File: config.mk
export PLATFORM = sky130hd
export DESIGN_NAME = icache_ctrl_flat
export DESIGN_NICKNAME = d
export VERILOG_FILES = /design/src/source/icache_pkg.sv /design/src/source/refill_if.sv /design/src/source/icache_ctrl.sv /design/src/flat_wrapper.sv
export VERILOG_INCLUDE_DIRS = /design/src /design/src/include
export SDC_FILE = /design/constraint.sdc
export NUM_CORES = 1
export LEC_CHECK = 0
export BUFFER_PORTS_ARGS = -buffer_cell sky130_fd_sc_hd__buf_2
export CAP_MARGIN = 20
export CELL_PAD_IN_SITES_DETAIL_PLACEMENT = 0
export CELL_PAD_IN_SITES_GLOBAL_PLACEMENT = 1
export CORE_ASPECT_RATIO = 0.7
export CORE_MARGIN = 2
export CORE_UTILIZATION = 25
export CTS_CLUSTER_DIAMETER = 100
export DETAILED_ROUTE_END_ITERATION = 16
export PLACE_DENSITY = 0.81
export SYNTH_ARGS = -nofsm -noshare
export SYNTH_HDL_FRONTEND = slang
export SYNTH_SLANG_ARGS = --single-unit
export TNS_END_PERCENT = 5
File: constraint.sdc
create_clock -name clk -period 2.4 [get_ports clk]
set_clock_uncertainty 0.1 [all_clocks]
set_input_delay 0.24 -clock clk [delete_from_list [all_inputs] [get_ports clk]]
set_output_delay 0.24 -clock clk [all_outputs]
set_load 0.005 [all_outputs]
File: src/include/icache_consts.svh
`ifndef ICACHE_CONSTS_SVH
`define ICACHE_CONSTS_SVH

// Fetch address split into tag, index and byte offset
`define ICACHE_TAG_W      55
`define ICACHE_INDEX_W    6
`define ICACHE_OFFSET_W   3

// Cache geometry
`define ICACHE_SETS       64
`define ICACHE_WAYS       2

// A line arrives as this many 32-bit memory beats
`define ICACHE_BEATS      2
`define ICACHE_WORD_W     32
`define ICACHE_LINE_W     (`ICACHE_WORD_W * `ICACHE_BEATS)

// Selects one word of a line
`define ICACHE_BEAT_SEL_W $clog2(`ICACHE_BEATS)

`endif
File: src/source/icache_pkg.sv
`default_nettype none

`include "icache_consts.svh"

package icache_pkg;

    typedef struct packed {
        logic [`ICACHE_TAG_W-1:0]    tag;
        logic [`ICACHE_INDEX_W-1:0]  index;
        logic [`ICACHE_OFFSET_W-1:0] offset;
    } addr_fields_t;

    // Same fetch address, seen either whole or split into fields
    typedef union packed {
        logic [63:0]  raw;
        addr_fields_t f;
    } fetch_addr_t;

    typedef enum logic [2:0] {
        IDLE,
        LOOKUP,
        REQ,
        REFILL,
        REPLAY
    } ctrl_state_t;

endpackage

`default_nettype wire

File: src/source/refill_if.sv
`timescale 1ns/1ps
`default_nettype none

`include "icache_consts.svh"

interface refill_if;

    logic                          beat_valid;
    logic [`ICACHE_WORD_W-1:0]     beat_data;
    logic [`ICACHE_BEAT_SEL_W-1:0] beat_num;
    logic                          last_beat;
    logic [`ICACHE_INDEX_W-1:0]    refill_index;
    logic                          refill_way;

    modport ctrl (
        output beat_valid, beat_data, refill_index, refill_way,
        input  last_beat
    );

    modport counter (
        input  beat_valid,
        output beat_num, last_beat
    );

    // Storage only watches the refill traffic
    modport array (
        input beat_valid, beat_data, beat_num, last_beat, refill_index, refill_way
    );

endinterface

`default_nettype wire

File: src/source/icache_ctrl.sv
`timescale 1ns/1ps
`default_nettype none

`include "icache_consts.svh"

module icache_ctrl
    import icache_pkg::*;
(
    input  logic                      clk,
    input  logic                      rst_n,
    input  logic                      valid_in,
    input  fetch_addr_t               addr,
    input  logic                      hit,
    input  logic                      hit_way,
    input  logic                      victim_way,
    output logic                      busy,
    output logic                      valid_out,
    output logic                      mem_req,
    output logic [63:0]               mem_addr,
    input  logic                      mem_valid,
    input  logic [`ICACHE_WORD_W-1:0] mem_rdata,
    refill_if.ctrl                    refill
);

    ctrl_state_t state_q;
    logic        victim_q;
    logic        replay_hit;
    fetch_addr_t line_addr;

    // Line base keeps tag and index, offset cleared
    always_comb begin
        line_addr          = addr;
        line_addr.f.offset = '0;
    end

    // Memory beats only count while the request is out
    assign refill.beat_valid   = mem_valid && (state_q == REFILL);
    assign refill.beat_data    = mem_rdata;
    assign refill.refill_index = addr.f.index;
    assign refill.refill_way   = victim_q;

    // Replay has to find the line in the way just filled
    assign replay_hit = hit && (hit_way == victim_q);

    always_ff @(posedge clk or negedge rst_n) begin
        if (!rst_n) begin
            state_q   <= IDLE;
            busy      <= 1'b0;
            valid_out <= 1'b0;
            mem_req   <= 1'b0;
            victim_q  <= 1'b0;
        end else begin
            valid_out <= 1'b0;
            case (state_q)
                IDLE: begin
                    if (valid_in) begin
                        state_q <= LOOKUP;
                    end
                end
                LOOKUP: begin
                    if (hit) begin
                        valid_out <= 1'b1;
                        state_q   <= IDLE;
                    end else begin
                        busy     <= 1'b1;
                        victim_q <= victim_way;
                        state_q  <= REQ;
                    end
                end
                REQ: begin
                    mem_req <= 1'b1;
                    state_q <= REFILL;
                end
                REFILL: begin
                    if (refill.beat_valid && refill.last_beat) begin
                        mem_req <= 1'b0;
                        state_q <= REPLAY;
                    end
                end
                REPLAY: begin
                    if (replay_hit) begin
                        valid_out <= 1'b1;
                        busy      <= 1'b0;
                        state_q   <= IDLE;
                    end else begin
                        state_q <= REQ; // fetch the line again
                    end
                end
                default: begin
                    state_q <= IDLE;
                end
            endcase
        end
    end

    always_ff @(posedge clk) begin
        if (state_q == REQ) begin
            mem_addr <= line_addr.raw;
        end
    end

endmodule

`default_nettype wire

File: src/flat_wrapper.sv
// flat-port wrapper written by rule: the top's interface ports become plain ports
module icache_ctrl_flat import icache_pkg::*;
  (clk, rst_n, valid_in, addr, hit, hit_way, victim_way, busy, valid_out, mem_req, mem_addr, mem_valid, mem_rdata, refill_beat_valid, refill_beat_data, refill_refill_index, refill_refill_way, refill_last_beat);
  refill_if refill_i ();
  input  logic clk;
  input  logic rst_n;
  input  logic valid_in;
  input  fetch_addr_t addr;
  input  logic hit;
  input  logic hit_way;
  input  logic victim_way;
  output logic busy;
  output logic valid_out;
  output logic mem_req;
  output logic [63:0] mem_addr;
  input  logic mem_valid;
  input  logic [`ICACHE_WORD_W-1:0] mem_rdata;
  output wire logic [$bits(refill_i.beat_valid)-1:0] refill_beat_valid;
  output wire logic [$bits(refill_i.beat_data)-1:0] refill_beat_data;
  output wire logic [$bits(refill_i.refill_index)-1:0] refill_refill_index;
  output wire logic [$bits(refill_i.refill_way)-1:0] refill_refill_way;
  input wire logic [$bits(refill_i.last_beat)-1:0] refill_last_beat;
  assign refill_beat_valid = refill_i.beat_valid;
  assign refill_beat_data = refill_i.beat_data;
  assign refill_refill_index = refill_i.refill_index;
  assign refill_refill_way = refill_i.refill_way;
  assign refill_i.last_beat = refill_last_beat;
  icache_ctrl u_core (.clk(clk), .rst_n(rst_n), .valid_in(valid_in), .addr(addr), .hit(hit), .hit_way(hit_way), .victim_way(victim_way), .busy(busy), .valid_out(valid_out), .mem_req(mem_req), .mem_addr(mem_addr), .mem_valid(mem_valid), .mem_rdata(mem_rdata), .refill(refill_i));
endmodule
==> impl_metrics.yaml <==
run_status:
  status: "finished, final reports clean"
synthesis:
  ys_types: 21
  ys_seq_area_frac: 0.805
  synth_top_area_frac: 0.735
  ys_seq_elements: 68
  synth_top_area_cell: "edfxtp_1"
  avgSynthCellArea_um2: 18.3
  synth_warnings: 0
  syn_area_um2: 2490
  synth_area_leaders: "edfxtp_1, buf_4, dfrtp_1"
  synthCells: 136
floorplan:
  die_area_um2: 10800
  start_util: 0.257
  die_h_um: 87.5
  ios: 211
  die_w_um: 123
  core_area_um2: 9680
  core.rowCount: 30
place:
  place_area_um2: 3080
  io_buffer_count: 140
  place_ws_ns: 0.638
  gp_congestion: 0.716
  hpwl_um: 3780
pwr:
  p_leak_nw: 1.71
  power_density_nw_per_um2: 1030
  ir_drop_mv: 0.407
global_route:
  gr-usage-met1: 0.110
  track_usage: 0.107
  grt_pass1_wl_um: 8310
  overflow: 0
  grt.busiest_layer: "met2"
  grt_max_degree: 62
  met3_usage: 0.0521
  grt_pass1_vias: 1711
  antenna_found_initial: 2
  grtUsageMet2: 0.172
critical_path:
  endpoint_kind: "flop"
  critPathMaxFanout: 61
  slowest_stage: "dfrtp_1"
  critPathKind: "flop to flop"
  startpoint: "u_core.state_q[1]$_DFFE_PN0P_"
  cpLargestDelayFamily: "flip-flops"
  crit_buf_inv: 2
  arrival_ns: 1.68
  required_ns: 2.30
  cp.depth: 4
  r2r_end: "u_core.mem_addr[57]$_DFFE_PP_"
  r2r_slack_ns: 0.62
  r2r_start: "u_core.state_q[1]$_DFFE_PN0P_"
  reg2reg_depth: 4
  path_cells: "nor2b_2, nand2b_1, clkinvlp_4, buf_12"
  max_stage_delay_ns: 0.50
  cp-start-kind: "flop"
clock_tree:
  clkLatencyLatePin_ns: 0.33
  cts.sinks: 68
  cts_tree: "done"
  clockBufferDepth: 2
  ctsRootBufferMaster: "clkbuf_16"
  post-cts-setup-buffer-count: 0
  clk_pin_slew_ns: 0.06
  h-tree-depth: 3
  cts_inserted_buffers: 9
final_layout:
  final_cell_mix: "buf_2, dlygate4sd3_1, edfxtp_1, clkbuf_16, dfrtp_1"
  final_common_cell: "buf_2"
  fin_nets: 415
  n_fill_cell: 885
  area_growth_pct: 61.5
  drive_above_1_share: 0.506
  final_area_um2: 4030
flow_run:
  cap_violations: 0
sta:
  min_period_over_period: 0.742
  final_hold_viol_count: 0
  finalSetupTns_ns: 0
  rsz0062_at_grt: "false"
  min_period_ns: 1.78
  fmax_ghz: 0.562
  drv_slew: 0
  setup_viol: 0
  setup_slack_ns: 0.620
detailed_routing:
  vias_per_cell: 3.91
  detail_route.first_pass.iterations: 4
  drt_iter0_drc: 77
  wire_per_inst_um: 13.1
  antenna_left: 0
  route.detailed.drc: 0
  route.vias.total: 1746
  drt-total-wl_um: 5830
min_path:
  holdPathStages: 2
  whs_endpoint: "u_core.refill.refill_way$_DFFE_PN0P_"
  min_from: "victim_way"
  hold_class: "primary input to flop"
cells in the mapped netlist:
| library cell | n |
|---|---|
| buf_4 | 41 |
| nor4bb_1 | 1 |
| a21oi_1 | 4 |
| mux2_1 | 1 |
| xnor2_1 | 1 |
| and3_1 | 1 |
| nor2_1 | 2 |
| edfxtp_1 | 61 |
| nor3_1 | 1 |
| nor2b_2 | 1 |
| nand2_1 | 4 |
| inv_1 | 1 |
| o311ai_1 | 1 |
| o21ai_0 | 1 |
| nand2b_1 | 3 |
| and2_1 | 1 |
| nor4b_4 | 1 |
| a21o_1 | 1 |
| conb_1 | 1 |
| dfrtp_1 | 7 |
| o21bai_1 | 1 |
state kept, by name, summed over array words and instances, names as in the netlist:
register,flops
u_core.mem_req,1
u_core.busy,1
u_core.mem_addr,61
u_core.valid_out,1
u_core.state_q,3
u_core.refill.refill_way,1
per-stage QoR:
stage | total power [W] | hold WS [ns] | utilization | std cells
2_1_floorplan | 0.00227 | -0.156 | - | 138
4_1_cts | 0.00423 | 0.0162 | 0.415 | 444
5_1_grt | 0.00440 | 0.0176 | 0.416 | 446
6_report | 0.00416 | 0.0320 | 0.416 | 446
3_5_place_dp | 0.00272 | -0.0123 | 0.318 | 366
3_3_place_gp | 0.00268 | -0.0174 | 0.318 | 366
cell type report:
class,instances,area (um^2),area share
timing repair buffer,203,1340,0.333
tap,128,160,0.0398
multi-input combinational,28,181,0.0451
inverter,1,7.51,0.00186
sequential,68,2010,0.498
antenna,2,5.00,0.00124
clock inverter,7,98.8,0.0245
clock buffer,9,225,0.0559
report_power, final:
group	internal (W)	total (W)	switching, W
registers	0.00175	0.00187	0.000125
clock network	0.000914	0.00141	0.000499
logic	0.000418	0.000875	0.000457
worst reg2reg max path: cells and delay by family (launching register included):
| kind | cells | cell delay [ns] |
|---|---|---|
| flops | 1 | 0.50 |
| buf+inv | 2 | 0.38 |
| simple gates | 2 | 0.41 |
layer usage:
layer	wire length [um]	vias up
met2	2870	111
met3	615	20
met5	0	-
li1	-	803
met1	2100	812
met4	231	0
worst max-delay path by stage:
stage	slack, ns	endpoint
after floorplan	0.23	u_core.mem_addr[10]$_DFFE_PP_
after global placement	0.69	u_core.mem_addr[61]$_DFFE_PP_
after detailed placement	0.64	u_core.mem_addr[63]$_DFFE_PP_
after CTS	0.63	u_core.mem_addr[63]$_DFFE_PP_
after global routing	0.50	u_core.mem_addr[63]$_DFFE_PP_
final	0.62	u_core.mem_addr[57]$_DFFE_PP_
cell families (layout without fill, tap and decap cells):
family / count (synthesis) / after routing / synth area share
AND/OR/NAND/NOR: 15 / 15 / 0.0407
flip-flops: 68 / 68 / 0.805
other: 1 / 5 / 0.00150
AO/OA/AOI/OAI: 8 / 8 / 0.0196
multiplexers: 1 / 1 / 0.00452
buffers and inverters: 42 / 220 / 0.125
XOR/XNOR: 1 / 1 / 0.00351
repair_timing:
action	CTS	global route
resized for setup	0	0
hold endpoints to repair	68	0
hold buffers	62	0
No activity file was read; power rests on OpenSTA's default activity.
